## src/logic/fir_pkg.sv

```systemverilog
package fir_pkg;

    // sample, coefficient and result width
    localparam int data_width = 16;
    // four full 32-bit products plus sign and carry room
    localparam int acc_width = 34;
    localparam int tap_count = 4;

    // byte addresses on the 4-bit bus address
    // status and result are read-only
    localparam logic [3:0] addr_status = 4'd0;
    localparam logic [3:0] addr_result = 4'd2;
    localparam logic [3:0] addr_sample = 4'd4;
    // coefficients 0..3 at 6..13, little endian
    localparam logic [3:0] addr_coeff_base = 4'd6;
    localparam logic [3:0] addr_coeff_set = 4'd14;

    // captured address phase
    typedef struct packed {
        logic sel;
        logic [3:0] addr;
        // 0 byte, 1 halfword
        logic size;
        logic [1:0] trans;
        logic write;
    } ahb_req_t;

    // byte lanes of a bus word
    typedef struct packed {
        logic [7:0] hi;
        logic [7:0] lo;
    } ahb_lanes_t;

    // bus word, seen whole or per lane
    // byte accesses pick the lane by address bit 0
    typedef union packed {
        logic [data_width-1:0] half;
        ahb_lanes_t lanes;
    } ahb_word_u;

    // status word layout
    typedef struct packed {
        logic [6:0] rsvd_hi;
        logic err;
        logic [6:0] rsvd_lo;
        logic busy;
    } fir_status_t;

    // controller states
    typedef enum logic [2:0] {
        idle,
        load_coeff,
        shift,
        mac,
        done
    } fir_state_t;

endpackage

```

## src/logic/ahb_lite_fir_filter.sv

```systemverilog
module ahb_lite_fir_filter (
    input  logic clk,
    input  logic n_rst,
    input  logic hsel,
    input  logic [3:0] haddr,
    input  logic hsize,
    input  logic [1:0] htrans,
    input  logic hwrite,
    input  fir_pkg::ahb_word_u hwdata,
    output fir_pkg::ahb_word_u hrdata,
    output logic hresp
);

    // slave to controller and datapath
    logic [fir_pkg::data_width-1:0] sample_data;
    logic [fir_pkg::data_width-1:0] fir_coefficient;
    logic data_ready;
    logic new_coefficient_set;

    // controller strobes
    logic modwait;
    logic [1:0] coefficient_num;
    logic coeff_done;
    logic load_coeff;
    logic shift_sample;
    logic clear_acc;
    logic mac_en;
    logic [1:0] tap_sel;
    logic result_en;

    // datapath back to the register file
    logic [fir_pkg::data_width-1:0] fir_out;
    logic err;

    ahb_lite_slave ahb_lite_slave_i (
        .clk(clk),
        .n_rst(n_rst),
        .hsel(hsel),
        .haddr(haddr),
        .hsize(hsize),
        .htrans(htrans),
        .hwrite(hwrite),
        .hwdata(hwdata),
        .modwait(modwait),
        .fir_out(fir_out),
        .err(err),
        .coefficient_num(coefficient_num),
        .coeff_done(coeff_done),
        .hrdata(hrdata),
        .hresp(hresp),
        .sample_data(sample_data),
        .data_ready(data_ready),
        .new_coefficient_set(new_coefficient_set),
        .fir_coefficient(fir_coefficient)
    );

    fir_controller fir_controller_i (
        .clk(clk),
        .n_rst(n_rst),
        .data_ready(data_ready),
        .new_coefficient_set(new_coefficient_set),
        .modwait(modwait),
        .coefficient_num(coefficient_num),
        .coeff_done(coeff_done),
        .load_coeff(load_coeff),
        .shift_sample(shift_sample),
        .clear_acc(clear_acc),
        .mac_en(mac_en),
        .tap_sel(tap_sel),
        .result_en(result_en)
    );

    fir_datapath fir_datapath_i (
        .clk(clk),
        .n_rst(n_rst),
        .sample_data(sample_data),
        .fir_coefficient(fir_coefficient),
        .coefficient_num(coefficient_num),
        .load_coeff(load_coeff),
        .shift_sample(shift_sample),
        .clear_acc(clear_acc),
        .mac_en(mac_en),
        .tap_sel(tap_sel),
        .result_en(result_en),
        .fir_out(fir_out),
        .err(err)
    );

endmodule

```

## src/logic/ahb_lite_slave.sv

```systemverilog
module ahb_lite_slave (
    input  logic clk,
    input  logic n_rst,
    input  logic hsel,
    input  logic [3:0] haddr,
    input  logic hsize,
    input  logic [1:0] htrans,
    input  logic hwrite,
    input  fir_pkg::ahb_word_u hwdata,
    input  logic modwait,
    input  logic [fir_pkg::data_width-1:0] fir_out,
    input  logic err,
    input  logic [1:0] coefficient_num,
    input  logic coeff_done,
    output fir_pkg::ahb_word_u hrdata,
    output logic hresp,
    output logic [fir_pkg::data_width-1:0] sample_data,
    output logic data_ready,
    output logic new_coefficient_set,
    output logic [fir_pkg::data_width-1:0] fir_coefficient
);

    fir_pkg::ahb_req_t req;
    fir_pkg::ahb_word_u sample_q;
    fir_pkg::ahb_word_u coeff_q [fir_pkg::tap_count];
    fir_pkg::ahb_word_u rd_word;
    fir_pkg::fir_status_t status;
    logic active;
    logic hi_en;
    logic lo_en;
    logic wr_sample;
    logic wr_coeff;
    logic wr_coeff_set;
    logic rd_en;
    logic [1:0] coeff_idx;
    logic modwait_q;
    logic ncs_q;

    // address phase capture, idle when not selected
    always_ff @(posedge clk, negedge n_rst) begin
        if (!n_rst) begin
            req <= '0;
        end else if (hsel) begin
            req.sel <= 1'b1;
            req.addr <= haddr;
            req.size <= hsize;
            req.trans <= htrans;
            req.write <= hwrite;
        end else begin
            req <= '0;
        end
    end

    // data phase of a real transfer
    assign active = req.sel && (req.trans != 2'b00);

    // read-only words, or a byte at the odd top address
    assign hresp = active && ((req.write && (req.addr < fir_pkg::addr_sample)) ||
                              (!req.size && (req.addr == 4'd15)));

    // halfword uses both lanes, byte only the addressed one
    assign hi_en = req.size || req.addr[0];
    assign lo_en = req.size || !req.addr[0];

    // coefficient slot from word address
    assign coeff_idx = 2'(req.addr[3:1] - fir_pkg::addr_coeff_base[3:1]);

    assign wr_sample = active && req.write && !hresp &&
                       (req.addr[3:1] == fir_pkg::addr_sample[3:1]);
    assign wr_coeff = active && req.write && !hresp &&
                      (req.addr >= fir_pkg::addr_coeff_base) &&
                      (req.addr < fir_pkg::addr_coeff_set);
    assign wr_coeff_set = active && req.write && !hresp &&
                          (req.addr[3:1] == fir_pkg::addr_coeff_set[3:1]);
    assign rd_en = active && !req.write && !hresp;

    // sample and coefficient storage
    always_ff @(posedge clk) begin
        if (wr_sample && lo_en) begin
            sample_q.lanes.lo <= hwdata.lanes.lo;
        end
        if (wr_sample && hi_en) begin
            sample_q.lanes.hi <= hwdata.lanes.hi;
        end
        if (wr_coeff && lo_en) begin
            coeff_q[coeff_idx].lanes.lo <= hwdata.lanes.lo;
        end
        if (wr_coeff && hi_en) begin
            coeff_q[coeff_idx].lanes.hi <= hwdata.lanes.hi;
        end
    end

    // request levels toward the controller
    always_ff @(posedge clk, negedge n_rst) begin
        if (!n_rst) begin
            data_ready <= 1'b0;
            new_coefficient_set <= 1'b0;
            modwait_q <= 1'b0;
            ncs_q <= 1'b0;
        end else begin
            modwait_q <= modwait;
            ncs_q <= new_coefficient_set;
            // only a full halfword sample starts the filter
            if (wr_sample && req.size) begin
                data_ready <= 1'b1;
            end else if (modwait && !modwait_q && !ncs_q) begin
                // controller just took the sample branch out of idle
                data_ready <= 1'b0;
            end
            if (wr_coeff_set && hwdata.lanes.lo[0]) begin
                new_coefficient_set <= 1'b1;
            end else if (coeff_done) begin
                new_coefficient_set <= 1'b0;
            end
        end
    end

    // live status, busy covers pending requests too
    always_comb begin
        status = '0;
        status.busy = modwait || data_ready || new_coefficient_set;
        status.err = err;
    end

    // word select by halfword address
    always_comb begin
        rd_word = '0;
        case (req.addr[3:1])
            fir_pkg::addr_status[3:1]: rd_word.half = status;
            fir_pkg::addr_result[3:1]: rd_word.half = fir_out;
            fir_pkg::addr_sample[3:1]: rd_word = sample_q;
            fir_pkg::addr_coeff_set[3:1]: rd_word.half = {15'b0, new_coefficient_set};
            default: rd_word = coeff_q[coeff_idx];
        endcase
    end

    // byte reads leave the other lane zero
    always_comb begin
        hrdata = '0;
        if (rd_en) begin
            if (req.size) begin
                hrdata = rd_word;
            end else if (req.addr[0]) begin
                hrdata.lanes.hi = rd_word.lanes.hi;
            end else begin
                hrdata.lanes.lo = rd_word.lanes.lo;
            end
        end
    end

    assign sample_data = sample_q.half;
    // coefficient presented in the same cycle as the index
    assign fir_coefficient = coeff_q[coefficient_num].half;

endmodule

```

## src/logic/fir_controller.sv

```systemverilog
module fir_controller (
    input  logic clk,
    input  logic n_rst,
    input  logic data_ready,
    input  logic new_coefficient_set,
    output logic modwait,
    output logic [1:0] coefficient_num,
    output logic coeff_done,
    output logic load_coeff,
    output logic shift_sample,
    output logic clear_acc,
    output logic mac_en,
    output logic [1:0] tap_sel,
    output logic result_en
);

    fir_pkg::fir_state_t state;
    fir_pkg::fir_state_t next_state;
    // shared index for coefficient slots and taps
    logic [1:0] cnt;
    logic [1:0] next_cnt;
    logic last_idx;

    assign last_idx = (cnt == 2'(fir_pkg::tap_count - 1));

    always_ff @(posedge clk, negedge n_rst) begin
        if (!n_rst) begin
            state <= fir_pkg::idle;
            cnt <= 2'd0;
            modwait <= 1'b0;
        end else begin
            state <= next_state;
            cnt <= next_cnt;
            // busy from the cycle after a request is taken
            modwait <= (next_state != fir_pkg::idle);
        end
    end

    always_comb begin
        next_state = state;
        next_cnt = cnt;
        case (state)
            fir_pkg::idle: begin
                next_cnt = 2'd0;
                // coefficient load has priority
                if (new_coefficient_set) begin
                    next_state = fir_pkg::load_coeff;
                end else if (data_ready) begin
                    next_state = fir_pkg::shift;
                end
            end
            fir_pkg::load_coeff: begin
                // one slot per cycle
                next_cnt = cnt + 2'd1;
                if (last_idx) begin
                    next_state = fir_pkg::idle;
                end
            end
            fir_pkg::shift: begin
                next_cnt = 2'd0;
                next_state = fir_pkg::mac;
            end
            fir_pkg::mac: begin
                // taps 0..3, index wraps back to 0
                next_cnt = cnt + 2'd1;
                if (last_idx) begin
                    next_state = fir_pkg::done;
                end
            end
            fir_pkg::done: begin
                next_state = fir_pkg::idle;
            end
            default: begin
                next_state = fir_pkg::idle;
                next_cnt = 2'd0;
            end
        endcase
    end

    // strobes decoded straight from state
    assign load_coeff = (state == fir_pkg::load_coeff);
    assign coefficient_num = cnt;
    // fourth load, flag drops the next cycle
    assign coeff_done = load_coeff && last_idx;

    // accumulator cleared while the new sample shifts in
    assign shift_sample = (state == fir_pkg::shift);
    assign clear_acc = (state == fir_pkg::shift);

    assign mac_en = (state == fir_pkg::mac);
    assign tap_sel = cnt;

    // final sum settled, latch the scaled result
    assign result_en = (state == fir_pkg::done);

endmodule

```

## src/logic/fir_datapath.sv

```systemverilog
module fir_datapath (
    input  logic clk,
    input  logic n_rst,
    input  logic [fir_pkg::data_width-1:0] sample_data,
    input  logic [fir_pkg::data_width-1:0] fir_coefficient,
    input  logic [1:0] coefficient_num,
    input  logic load_coeff,
    input  logic shift_sample,
    input  logic clear_acc,
    input  logic mac_en,
    input  logic [1:0] tap_sel,
    input  logic result_en,
    output logic [fir_pkg::data_width-1:0] fir_out,
    output logic err
);

    logic [fir_pkg::data_width-1:0] coeff_q [fir_pkg::tap_count];
    // x0 newest, x3 oldest
    logic [fir_pkg::data_width-1:0] taps_q [fir_pkg::tap_count];
    logic signed [fir_pkg::acc_width-1:0] acc_q;
    logic [2*fir_pkg::data_width-1:0] product;
    logic signed [fir_pkg::acc_width-1:0] term;
    logic [fir_pkg::data_width-1:0] magnitude;
    logic overflow;

    // coefficient copy and delay line
    // empty history reads as zero
    always_ff @(posedge clk, negedge n_rst) begin
        if (!n_rst) begin
            for (int i = 0; i < fir_pkg::tap_count; i++) begin
                coeff_q[i] <= '0;
                taps_q[i] <= '0;
            end
        end else begin
            if (load_coeff) begin
                coeff_q[coefficient_num] <= fir_coefficient;
            end
            if (shift_sample) begin
                taps_q[0] <= sample_data;
                for (int i = 1; i < fir_pkg::tap_count; i++) begin
                    taps_q[i] <= taps_q[i-1];
                end
            end
        end
    end

    // unsigned 16x16 product of the selected tap
    assign product = taps_q[tap_sel] * coeff_q[tap_sel];
    // zero extended into the accumulator width
    assign term = signed'({{(fir_pkg::acc_width - 2*fir_pkg::data_width){1'b0}}, product});

    // alternating sign, even taps add, odd taps subtract
    always_ff @(posedge clk, negedge n_rst) begin
        if (!n_rst) begin
            acc_q <= '0;
        end else if (clear_acc) begin
            acc_q <= '0;
        end else if (mac_en) begin
            if (tap_sel[0]) begin
                acc_q <= acc_q - term;
            end else begin
                acc_q <= acc_q + term;
            end
        end
    end

    magnitude_saturate magnitude_saturate_i (
        .acc(acc_q),
        .magnitude(magnitude),
        .overflow(overflow)
    );

    // result and error held until the next sample finishes
    always_ff @(posedge clk, negedge n_rst) begin
        if (!n_rst) begin
            fir_out <= '0;
            err <= 1'b0;
        end else if (result_en) begin
            fir_out <= magnitude;
            err <= overflow;
        end
    end

endmodule

```

## src/logic/magnitude_saturate.sv

```systemverilog
module magnitude_saturate (
    input  logic [fir_pkg::acc_width-1:0] acc,
    output logic [fir_pkg::data_width-1:0] magnitude,
    output logic overflow
);

    // magnitude as an unsigned value
    // negating the most negative sum still gives the right bit pattern
    logic [fir_pkg::acc_width-1:0] abs_val;
    // scaled window, bits 30..15
    logic [fir_pkg::data_width-1:0] scaled;

    always_comb begin
        if (acc[fir_pkg::acc_width-1]) begin
            abs_val = '0 - acc;
        end else begin
            abs_val = acc;
        end
    end

    // anything at or above 2^31 no longer fits the window
    assign overflow = |abs_val[fir_pkg::acc_width-1:2*fir_pkg::data_width-1];

    assign scaled = abs_val[2*fir_pkg::data_width-2 -: fir_pkg::data_width];

    // clamp to full scale on overflow
    assign magnitude = overflow ? '1 : scaled;

endmodule

```

## config.mk

```make
export PLATFORM = sky130hd
export DESIGN_NAME = ahb_lite_fir_filter
export DESIGN_NICKNAME = d
export VERILOG_FILES = /design/src/logic/fir_pkg.sv /design/src/logic/ahb_lite_fir_filter.sv /design/src/logic/ahb_lite_slave.sv /design/src/logic/fir_controller.sv /design/src/logic/fir_datapath.sv /design/src/logic/magnitude_saturate.sv
export SDC_FILE = /design/constraint.sdc
export NUM_CORES = 1
export LEC_CHECK = 0
export BUFFER_PORTS_ARGS = -buffer_cell sky130_fd_sc_hd__buf_2
export CORE_UTILIZATION = 30
export DETAILED_ROUTE_END_ITERATION = 8
export PLACE_DENSITY = 0.52
export SETUP_SLACK_MARGIN = 0.02
export SLEW_MARGIN = 15
export SYNTH_ARGS = -nofsm -noshare
export SYNTH_HDL_FRONTEND = slang
export SYNTH_SLANG_ARGS = --single-unit
```

## constraint.sdc

```tcl
create_clock -name clk -period 19.19 [get_ports clk]
set_clock_uncertainty 0.15 [all_clocks]
set_input_delay 2.8785 -clock clk [delete_from_list [all_inputs] [get_ports clk]]
set_output_delay 2.8785 -clock clk [all_outputs]
set_load 0.01 [all_outputs]
```

# --- After elaboration in Yosys (flattened, before gate mapping) ---
# Memories as Yosys holds them, arrays and structs flattened.
# Index checks and enable logic that the tools add are counted.
op_classes:
  multipliers: 1
  order_cmp: 5
  n_addsub: 5
  n_mux: 34
  n_reduce_logical: 42
  bitwise_logic: 1
  n_eq_ne: 9
op_table:
  columns: ["cell", "count"]
  rows:
  - ["$mux W34", 4]
  - ["$mux W16", 8]
  - ["$bmux W16 S2", 2]
  - ["$bwmux W64", 1]
  - ["$pmux W16 S4", 1]
  - ["$add A34 B33 Y34", 1]
  - ["$sub A1 B34 Y34 const A", 1]
  - ["$sub A34 B33 Y34", 1]
  - ["$demux W16 S2", 1]
  - ["$mul A16 B16 Y32", 1]
  - ["$logic_and A1 B1 Y1", 22]
  - ["$mux W8", 2]
  - ["$mux W3", 4]
  - ["$pmux W3 S4", 1]
  - ["$eq A3 B2 Y1 const B", 3]
  - ["$mux W9", 1]
  - ["$mux W1", 8]
  - ["$reduce_bool A2 Y1", 4]
  - ["$eq A3 B1 Y1 const B", 2]
  - ["$eq A3 B3 Y1 const B", 2]
  - ["$logic_not A1 Y1", 6]
  - ["$logic_not A3 Y1", 2]
  - ["$logic_or A1 B1 Y1", 5]
  - ["$eq A4 B4 Y1 const B", 1]
  - ["13 further kinds", 13]
word_totals:
  input_bits: 27
  elab_cells: 123
  mem_bits_rw: 64
  mem_count: 1
  register_bits: 214
  out_inout_bits: 17
memory_table:
  columns: ["name", "words", "word_bits", "read_ports", "rd_clocked_by_memory_dff", "write_ports", "line", "source"]
  rows:
  - ["ahb_lite_slave_i.coeff_q", 4, 16, 2, 0, 1, "ahb_lite_slave.sv:25", "fir_pkg::ahb_word_u coeff_q [fir_pkg::tap_count];"]

# --- Longest topological paths before layout ---
# Gate-level depths: netlist of run 1.
depth:
  word_depth: 11
  ltp_mapped: 44
  depth_no_buf: 40

# --- By module ---
# From an unflattened synthesis of run 1, not the netlist that was laid out.
hier_totals:
  hier_cells: 2288
  hier_area_um2: 24016.8
modules_own_cells:
  columns: ["mod", "seq_area_each_um2", "cells_per_inst", "n_inst", "area_per_inst_um2"]
  rows:
  - ["fir_datapath", 4479.3, 1910, 1, 18733.0]
  - ["ahb_lite_slave", 2727.6, 270, 1, 4451.8]
  - ["magnitude_saturate", 0.0, 80, 1, 504.2]
  - ["fir_controller", 150.1, 28, 1, 327.8]

# --- Worst setup path before layout of run 1 ---
# Ideal clock, no wire load.
synth_path:
  path_kind: "flip-flop to flip-flop"
  start: "reg fir_controller_i.cnt[1] (netlist: fir_controller_i.coefficient_num[1])"
  end: "reg fir_datapath_i.acc_q[33] (netlist bit)"
  arrival_time_ns: 9.900
  slack_ns: 9.013
  setup_time_ns: 0.127
  t_required_ns: 18.913
  path_stages_with_launch: 38
  period_less_slack_ns: 10.177
  n_path_buf: 4
  cell_sequence: "dfrtp_1 -> clkbuf_1 -> buf_1 -> clkbuf_1 -> mux2i_1 -> nand2_1 -> o21ai_0 -> clkbuf_1 -> nor2_1 -> fa_1 -> inv_1 -> fa_1 -> fa_1 -> inv_1 -> fa_1 -> fa_1 -> inv_1 -> fa_1 -> (+2 left out) -> a21o_1 -> a211o_1 -> o31a_1 -> a211o_1 -> a211o_1 -> or4_1 -> nor3_1 -> a31oi_1 -> xor2_1 -> ha_1 -> and3_1 -> nand3_1 -> nand2_1 -> a31o_2 -> o41ai_1 -> xnor2_1 -> a21oi_1 -> o22ai_1"
synth_via:
  elab_chain_cells: 9
  word_cells_on_any_way: 13
  cone_classes: "add/sub: 2; mul: 1; mux: 9; bitwise: 1"
synth_lines:
  columns: ["item", "line", "source"]
  rows:
  - ["start: declaration", "fir_controller.sv:20", "logic [1:0] cnt;"]
  - ["start signal: assignment", "fir_controller.sv:33", "cnt <= next_cnt;"]
  - ["$not A2 Y3 (implied by the code) *", "fir_datapath.sv:48", "assign product = taps_q[tap_sel] * coeff_q[tap_sel];"]
  - ["$bmux W16 S2", "fir_datapath.sv:48", null]
  - ["$mux W16 (implied by the code) (2 in a row)", "fir_datapath.sv:48", null]
  - ["$mul A16 B16 Y32 *", "fir_datapath.sv:48", null]
  - ["$add A34 B33 Y34 or $sub A34 B33 Y34 (tied branches)", "fir_datapath.sv:62, fir_datapath.sv:60", null]
  - ["$mux W34 *", "fir_datapath.sv:59", "if (tap_sel[0]) begin"]
  - ["$mux W34 *", "fir_datapath.sv:58", "end else if (mac_en) begin"]
  - ["$mux W34 *", "fir_datapath.sv:56", "end else if (clear_acc) begin"]
  - ["end signal: assignment", "fir_datapath.sv:60", "acc_q <= acc_q - term;"]
  - ["end signal: assignment", "fir_datapath.sv:62", "acc_q <= acc_q + term;"]
  - ["end: declaration", "fir_datapath.sv:20", "logic signed [fir_pkg::acc_width-1:0] acc_q;"]
# Mark *: on every way between the ends. The rest lies on a longest branch, timed or not. The select of a mux whose other input is x is not followed.
# A chain may end at the register's enable or synchronous reset.

# --- Worst setup path in the final report of run 1 ---
layout_path:
  start: "reg fir_controller_i.cnt[0] (netlist: fir_controller_i.coefficient_num[0])"
  end: "reg fir_datapath_i.acc_q[33] (netlist bit)"
layout_via:
  elab_chain_cells: 9
  word_cells_on_any_way: 13
  cone_classes: "add/sub: 2; mul: 1; mux: 9; bitwise: 1"
layout_lines:
  columns: ["item", "line"]
  rows:
  - ["$not A2 Y3 (implied by the code)", "fir_datapath.sv:48"]
  - ["$bmux W16 S2", "fir_datapath.sv:48"]
  - ["$mux W16 (implied by the code) (2 in a row)", "fir_datapath.sv:48"]
  - ["$mul A16 B16 Y32", "fir_datapath.sv:48"]
  - ["$add A34 B33 Y34 or $sub A34 B33 Y34 (tied branches)", "fir_datapath.sv:62, fir_datapath.sv:60"]
  - ["$mux W34 *", "fir_datapath.sv:59"]
  - ["$mux W34 *", "fir_datapath.sv:58"]
  - ["$mux W34 *", "fir_datapath.sv:56"]
# Marks and branches as above.

==> out/metrics.yaml, run 1 <==
critical_path:
  endpoint_kind: "flop"
  critPathRequiredTime_ns: 19.50
  reg2reg_to: "fir_datapath_i.acc_q[33]"
  rr_worst_depth: 37
  critPathMostFrequentCell: "inv_1"
  slowest_delay_ns: 0.96
  cp_max_fo: 33
  cpMaxStageDelayCell: "o21ai_1"
  worst-r2r-setup-slack_ns: 7.92
  start_kind: "flop"
  worst_ep_arrival_time_ns: 11.58
  timing.rr.start: "fir_controller_i.coefficient_num[0]"
  crit_type: "reg -> reg"
placed_design:
  port_buffers: 43
  dp_hpwl_mm: 48.5
  gpl.final_weighted_congestion: 0.912
sta:
  rsz0062_at_grt: "no"
  max_slew_margin: 0.272
  maxSlewViolCount: 0
  max_freq_mhz: 88.7
  fin_tns_setup_ns: 0
  worst_pin_slew_ns: 1.09
  period_share: 0.587
  timing.hold.ws_ns: 0.269
  final_hold_viol_count: 0
  setup_viol: 0
  finalCriticalPeriod_ns: 11.27
routing:
  viasPerCell: 5.03
  vias: 16800
  routed_wl_mm: 63.6
  dr.pass1.iters: 6
  drc: 0
  ant_nets: 0
  post_drt_wl_per_cell_um: 19.1
  drtIter0Drc: 1122
synthesis:
  synth_top_area_frac: 0.211
  ys_types: 74
  synth_flop_cell: "dfrtp_1"
  synthesis.area_um2: 23500
  synth_top_area_cell: "dfrtp_1"
  syn_area_per_cell_um2: 10.3
  synth_cells: 2279
  synth_area_leaders: "dfrtp_1 21%, fa_1 17%, edfxtp_1 10%"
  yosysWarnings: 0
  ys_seq_area_frac: 0.313
  async_flop_share: 0.712
  syn_nets: 2649
  ys_ff_latch: 278
  synth_edf_count: 80
global_routing:
  grt_usage: 0.163
  grt_pass1_vias: 17400
  grt-ovfl-total: 0
  grt_pass1_wl_mm: 101
  grt_max_degree: 131
  antenna_found_initial: 0
clocking:
  cts-root-buf: "clkbuf_16"
  cts-buffers-inserted: 31
  tritoncts: "built"
  cts.sinks: 278
  postCtsSetupRepairBufs: 0
  path_clk_slew_ns: 0.06
  ctsHtreeMaxLevel: 1
  clockBufferDepth: 3
  postCtsHoldBufs: 0
  post_cts_resized: 0
  insertion_delay_ns: 0.59
final_layout:
  layout-drive-gt1-share: 0.145
  final_nets: 2634
  synthToLayoutAreaGrowth_pct: 10.1
  fillerInstances: 7868
floorplanning:
  dieHeight_um: 282
  fp.dieW_um: 282
  dieArea_um2: 79400
  coreArea_um2: 77500
  io_pins: 44
  start_util: 0.303
  core.rowCount: 102
flow_run:
  maxCapViolations: 0
hold_path:
  min_from: "fir_controller_i.modwait"
  hold_depth: 0
  hold_end: "ahb_lite_slave_i.modwait_q"
  worst_hold_path_type: "reg -> reg"
outcome:
  outcome: "finished, final reports clean"
flip-flops by register name, indices dropped and copies added (netlist names):
| signal | cells |
|---|---|
| ahb_lite_slave_i.coeff_q | 64 |
| fir_datapath_i.coeff_q | 64 |
| fir_datapath_i.taps_q | 64 |
| fir_datapath_i.acc_q | 34 |
| ahb_lite_slave_i.sample_data | 16 |
| fir_datapath_i.fir_out | 16 |
| ahb_lite_slave_i.req | 9 |
| fir_controller_i.state | 3 |
| fir_controller_i.coefficient_num | 2 |
| ahb_lite_slave_i.data_ready | 1 |
| ahb_lite_slave_i.modwait_q | 1 |
| ahb_lite_slave_i.ncs_q | 1 |
| ahb_lite_slave_i.new_coefficient_set | 1 |
| fir_controller_i.modwait | 1 |
| fir_datapath_i.err | 1 |
worst max-delay path, delay by kind of cell (launching register included):
kind                     cells  cell delay [ns]
AO/OA/AOI/OAI               12             3.37
adder cells (fa/ha/maj)      8             3.81
XOR/XNOR                     3             0.52
AND/OR/NAND/NOR              7             1.49
flip-flops                   1             0.77
buffers and inverters        7             1.01
layout by cell type, fill, tap and decap left out, types with 26 or more instances in the layout:
cell type / n
a21oi_1: 76
a31oi_1: 26
and2_1: 73
buf_2: 42
clkbuf_16: 31
dfrtp_1: 196
edfxtp_1: 80
fa_1: 195
ha_1: 147
inv_1: 276
mux2_2: 142
mux4_2: 52
nand2_1: 237
nor2_1: 159
o21ai_0: 87
xnor2_1: 49
xor2_1: 46
stage by stage:
stage,utilization,cells,setup WS (ns),cell area (um2)
floorplan,-,2279,9.01,23500
global placement,0.320,3271,8.07,24800
detailed placement,0.320,3271,7.83,24800
CTS,0.334,3329,7.80,25800
global route,0.334,3329,7.10,25800
finish,0.334,3330,7.92,25800
area by class of cell:
| type | instances | area [um2] | area share |
|---|---|---|---|
| clock inverter | 17 | 231 | 0.00896 |
| antenna | 1 | 2.50 | 0.0000968 |
| tap | 1040 | 1300 | 0.0504 |
| timing repair buffer | 62 | 367 | 0.0142 |
| sequential | 278 | 7360 | 0.285 |
| inverter | 276 | 1040 | 0.0401 |
| clock buffer | 41 | 853 | 0.0330 |
| multi-input combinational | 1615 | 14700 | 0.568 |
cells by family after synthesis:
kind of cell / share of synthesized area
compound gates: 0.0970
flops: 0.313
mux: 0.126
buf+inv: 0.0620
xor+xnor: 0.0354
simple gates: 0.121
fa+ha+maj: 0.245
how the worst max path moves through the flow:
stage               depth (start not counted)  slack (ns)                           startpoint                  endpoint
floorplan                                  37        9.01  fir_controller_i.coefficient_num[1]  fir_datapath_i.acc_q[33]
global placement                           33        8.07  fir_controller_i.coefficient_num[0]  fir_datapath_i.acc_q[33]
detailed placement                         37        7.83  fir_controller_i.coefficient_num[0]  fir_datapath_i.acc_q[33]
CTS                                        37        7.80  fir_controller_i.coefficient_num[0]  fir_datapath_i.acc_q[33]
global route                               37        7.10  fir_controller_i.coefficient_num[0]  fir_datapath_i.acc_q[33]
finish                                     37        7.92  fir_controller_i.coefficient_num[0]  fir_datapath_i.acc_q[33]
layer usage:
metal / track usage / wire [um] / vias up / part of all wire
li1: - / - / 7704 / -
met1: 0.227 / 29600 / 8604 / 0.47
met2: 0.271 / 30200 / 367 / 0.48
met3: 0.0133 / 2160 / 83 / 0.034
met4: 0.0433 / 1610 / 0 / 0.025
met5: 0 / 0 / - / 0
synthesized netlist by cell type, types with 4 or more instances:
cell type,instances
edfxtp_1,80
inv_1,276
clkbuf_1,99
nand3_1,16
a211o_1,6
or2_2,5
nor4_1,7
a31oi_1,26
o21ai_0,89
a22oi_1,15
buf_1,10
o211ai_1,8
mux4_2,52
nand2_1,237
and2_1,73
a21o_1,22
mux2i_1,18
o31ai_1,10
o21bai_1,7
or3_4,4
dfrtp_1,198
xnor2_1,49
nor3_1,22
a21oi_1,77
nor2b_1,14
nor3b_1,10
fa_1,195
mux2_2,142
or3_1,8
o21a_1,18
a211oi_1,23
nand4_1,10
ha_1,148
xor2_1,46
nor2_1,160
and3_1,13
nand2b_1,16
o21ai_1,6
Power of run 1 is not shown: default switching activity piles up to over one toggle a cycle in this logic, so the estimate is an artifact.
==> inputs of run 2 (changes only) <==
clock period = 10.45 ns   (was 19.19 ns; I/O delays follow)
==> run 2 against run 1 <==
Wire length increased by 2.3%. Via count is 1.5% higher. Utilization up 0.66 points. Sequential cell count unchanged. Non-clock buffer count rose by 68. Sequential share of layout area decreased by 0.55 points. Die area unchanged. Final area is 2.0% higher. Register-to-register slack worse by 7.3 ns. Largest cell class unchanged.
==> out/metrics.yaml, run 2 (synthesized netlist as in run 1, its figures left out) <==
clocking:
  ctsHtreeMaxLevel: 1
  path_clk_slew_ns: 0.07
  cts-root-buf: "clkbuf_16"
  tritoncts: "built"
  postCtsHoldBufs: 0
  cts.sinks: 278
  cts-buffers-inserted: 28
  insertion_delay_ns: 0.58
  clockBufferDepth: 3
routing:
  met2_length_mm: 31.4
  drtIter0Drc: 1108
  route.met3.wl_mm: 2.29
  dr.pass1.iters: 5
  post_drt_wl_per_cell_um: 19.2
  ant_nets: 0
  drt-met1-wl_mm: 29.3
  routed_wl_mm: 65.0
  drc: 0
  vias: 17000
  maxUsedRoutingLayer: "met4"
  viasPerCell: 5.02
final_layout:
  regArea_um2: 7360
  fillerInstances: 7835
  layout-drive-gt1-share: 0.172
  multi_input_area_um2: 14700
  final_cell_mix: "276 x inv_1, 237 x nand2_1, 196 x dfrtp_1"
  top_regs: "ahb_lite_slave_i.coeff_q (64), fir_datapath_i.coeff_q (64), fir_datapath_i.taps_q (64)"
  synthToLayoutAreaGrowth_pct: 12.3
  final_common_cell: "inv_1"
  final_nets: 2699
  antennaDiodeCount: 0
floorplanning:
  dieArea_um2: 79400
  coreArea_um2: 77500
  dieHeight_um: 282
  start_util: 0.303
  fp.dieW_um: 282
  core.rowCount: 102
  io_pins: 44
critical_path:
  crit_type: "reg -> reg"
  cpMaxStageDelayCell: "or4_1"
  worst_ep_arrival_time_ns: 10.15
  crit_family: "adder cells"
  critPathBufInv: 7
  endpoint_kind: "flop"
  slowest_delay_ns: 0.58
  critPathMostFrequentCell: "fa_1"
  critPathRequiredTime_ns: 10.75
  start_kind: "flop"
  cp_max_fo: 20
sta:
  max_slew_margin: 0.278
  finalCriticalPeriod_ns: 9.85
  setup_viol: 0
  max_freq_mhz: 102
  maxSlewViolCount: 0
  rsz0062_at_grt: "no"
  period_share: 0.942
  fin_tns_setup_ns: 0
  worst_pin_slew_ns: 1.08
  final_hold_viol_count: 0
outcome:
  outcome: "finished, final reports clean"
global_routing:
  grt_max_degree: 83
  grt_pass1_wl_mm: 101
  grt-ovfl-total: 0
  grt_usage: 0.164
  antenna_found_initial: 0
  grt_pass1_vias: 17500
flow_run:
  maxCapViolations: 0
placed_design:
  port_buffers: 43
  gpl.final_weighted_congestion: 0.875
  dp_hpwl_mm: 50.5
hold_path:
  worst_hold_path_type: "reg -> reg"
==> run 2: changes by cell type in the layout (fill, tap and decap cells not counted), moves of 2 or more <==
cell and change:
clkbuf_1 -2, clkinv_4 +2, o21ai_0 -2, bufinv_16 -3, clkinv_1 -3, o21ai_2 +2
buf_12 +3, buf_4 +61, buf_6 +2
==> run 2: what timing repair did <==
item                       4_1_cts  5_1_grt
resized for setup                0       12
setup buffers                    0       13
setup endpoints to repair        0        7
hold endpoints to repair         0        0
==> run 2: cell type report <==
class,instances,area share
Clock buffer,38,0.0301
Sequential cell,278,0.279
Inverter,276,0.0393
Timing Repair Buffer,130,0.0363
Multi-Input combinational cell,1615,0.559
Tap cell,1040,0.0494
Clock inverter,14,0.00627
==> run 2: final timing paths <==
| path | from | to | slack, ns | cells after the start |
|---|---|---|---|---|
| min in group asynchronous | n_rst | fir_datapath_i.taps_q[59] | 0.89 | 1 |
| setup / recovery | fir_controller_i.coefficient_num[1] | fir_datapath_i.acc_q[33] | 0.60 | 36 |
| max in group asynchronous | n_rst | fir_datapath_i.taps_q[2] | 7.18 | 3 |
| hold / removal | fir_controller_i.modwait | ahb_lite_slave_i.modwait_q | 0.26 | 0 |
| setup reg to reg | fir_controller_i.coefficient_num[1] | fir_datapath_i.acc_q[33] | 0.60 | 36 |
| hold reg to reg | fir_controller_i.modwait | ahb_lite_slave_i.modwait_q | 0.26 | 0 |
==> run 2: worst register-to-register path, delay by kind of cell (launching register included) <==
| family | cells | cell delay (ns) |
|---|---|---|
| adders and majority gates | 8 | 3.62 |
| and+or+nand+nor | 7 | 1.35 |
| muxes | 1 | 0.22 |
| AOI/OAI and AO/OA | 11 | 2.71 |
| buffers and inverters | 7 | 0.88 |
| DFF | 1 | 0.43 |
| xor gates and xnor gates | 2 | 0.35 |
==> run 2: routing by layer <==
metal,track usage,vias up
met2,0.276,402
met5,0,-
met3,0.0112,100
met1,0.224,8691
met4,0.0534,0
li1,-,7824
==> run 2: through the flow <==
| stage | cell area [um2] | hold slack (ns) | setup slack [ns] | cells | utilization |
|---|---|---|---|---|---|
| floorplan | 23500 | 0.219 | 0.273 | 2279 | - |
| global placement | 25200 | 0.245 | 0.257 | 3325 | 0.325 |
| detailed placement | 25200 | 0.246 | 0.183 | 3325 | 0.325 |
| CTS | 26100 | 0.264 | 0.107 | 3377 | 0.337 |
| global route | 26400 | 0.292 | 0.0881 | 3391 | 0.340 |
| finish | 26400 | 0.255 | 0.602 | 3391 | 0.340 |
Power of run 2 is left out for the same reason.
==> inputs of run 3 (changes only) <==
BUFFER_PORTS_ARGS = unset   (was -buffer_cell sky130_fd_sc_hd__buf_2)
CORE_MARGIN = 3   (was unset)
DONT_BUFFER_PORTS = 1   (was unset)
==> run 3 against run 2 <==
Final area shrank 0.32%. Clock-buffer cell count grew 3. Global-route usage shrank 0.84 points. First-iteration DRC count shrank 15%. Register-to-register slack lost 0.04 ns. Hold slack gained 0.0027 ns. Critical path depth shrank 2. Utilization grew 0.23 points.
==> out/metrics.yaml, run 3 (synthesized netlist as in run 1, its figures left out) <==
outcome:
  outcome: "finished, final reports clean"
sta:
  setup_viol: 0
  max_slew_margin: 0.291
  final_hold_viol_count: 0
  fin_tns_setup_ns: 0
  fin_ws_ns: 0.558
  max_freq_mhz: 101
  period_share: 0.947
  worst_pin_slew_ns: 1.06
  finalCriticalPeriod_ns: 9.89
  maxSlewViolCount: 0
routing:
  routed_wl_mm: 63.7
  ant_nets: 0
  dr.pass1.iters: 5
  viasPerCell: 4.98
  drc: 0
  drtIter0Drc: 947
  post_drt_wl_per_cell_um: 19.0
  vias: 16700
final_layout:
  regArea_um2: 7360
  final_nets: 2675
  final_cells: 3360
  layout-drive-gt1-share: 0.164
  multi_input_area_um2: 14700
  final_common_cell: "inv_1"
  top_regs: "ahb_lite_slave_i.coeff_q (64), fir_datapath_i.coeff_q (64), fir_datapath_i.taps_q (64)"
  fillerInstances: 7703
  final_cell_mix: "276 x inv_1, 237 x nand2_1, 196 x dfrtp_1"
  synthToLayoutAreaGrowth_pct: 11.9
critical_path:
  critPathMostFrequentCell: "fa_1"
  cp_max_fo: 21
  start_kind: "flop"
  crit_type: "reg -> reg"
  slowest_delay_ns: 0.58
  endpoint_kind: "flop"
  worst_ep_arrival_time_ns: 10.20
  cpMaxStageDelayCell: "or4_1"
  critPathRequiredTime_ns: 10.76
placed_design:
  gpl.final_weighted_congestion: 0.874
  port_buffers: 0
  dp.cells: 3269
  pre_cts_ws_ns: 0.229
  dp_hpwl_mm: 49.4
floorplanning:
  dieArea_um2: 81600
  fp.dieW_um: 286
  core.rowCount: 101
  io_pins: 44
  start_util: 0.306
  dieHeight_um: 286
  coreArea_um2: 76700
global_routing:
  grt-ovfl-total: 0
  grt_max_degree: 199
  grt_pass1_vias: 17400
  antenna_found_initial: 0
  grt_usage: 0.156
  grt_pass1_wl_mm: 101
clocking:
  insertion_delay_ns: 0.58
  cts-root-buf: "clkbuf_16"
  ctsHtreeMaxLevel: 1
  cts-buffers-inserted: 30
  clockBufferDepth: 3
  path_clk_slew_ns: 0.06
  cts.sinks: 278
  tritoncts: "built"
  postCtsHoldBufs: 0
hold_path:
  worst_hold_path_type: "reg -> reg"
flow_run:
  maxCapViolations: 0
## run 3: changes by cell type in the layout (fill, tap and decap cells not counted), sizes merged
cell      change
clkinvlp      -2
bufinv        +1
inv           +2
buf          -24
diode         +1
clkbuf        +1
## run 3: layer usage
metal	vias to the layer above	wire length [um]	track usage
met4	0	1990	0.0466
met5	-	0	0
li1	7755	-	-
met1	8536	28300	0.209
met3	82	2510	0.0158
met2	373	30900	0.265
## run 3: repair_timing
action,in CTS,in global routing
setup endpoints to repair,0,7
buffers inserted,0,34
gates resized for setup,0,16
## run 3: final timing paths
check / startpoint / endpoint / slack, ns / cells after the start
setup / recovery: fir_controller_i.coefficient_num[1] / fir_datapath_i.acc_q[33] / 0.56 / 34
hold / removal: fir_controller_i.modwait / ahb_lite_slave_i.modwait_q / 0.26 / 0
setup reg to reg: fir_controller_i.coefficient_num[1] / fir_datapath_i.acc_q[33] / 0.56 / 34
hold reg to reg: fir_controller_i.modwait / ahb_lite_slave_i.modwait_q / 0.26 / 0
max in group asynchronous: n_rst / fir_datapath_i.acc_q[12] / 9.30 / 0
min in group asynchronous: n_rst / fir_datapath_i.coeff_q[27] / 0.53 / 0
## run 3: critical path: cells and delay by family (launching register included)
family / cells / cell delay (ns)
adders and majority gates: 8 / 3.61
AOI/OAI and AO/OA: 11 / 2.74
and+or+nand+nor: 6 / 1.29
buffers and inverters: 6 / 0.68
DFF: 1 / 0.56
muxes: 1 / 0.35
xor gates and xnor gates: 2 / 0.35
## run 3: final cells by class
type,instances,share of cell area
timing repair buffer,104,0.0310
multi-input combinational,1615,0.561
antenna,1,0.0000953
inverter,276,0.0394
clock buffer,41,0.0318
clock inverter,15,0.00719
tap,1030,0.0491
sequential,278,0.280
## run 3: metrics by stage
| step | area (um2) | utilization | hold slack [ns] |
|---|---|---|---|
| detailed placement | 24900 | 0.325 | 0.250 |
| global placement | 24900 | 0.325 | 0.243 |
| global route | 26300 | 0.342 | 0.290 |
| floorplan | 23500 | - | 0.219 |
| finish | 26300 | 0.342 | 0.258 |
| CTS | 25900 | 0.338 | 0.261 |
Power of run 3 is left out for the same reason.
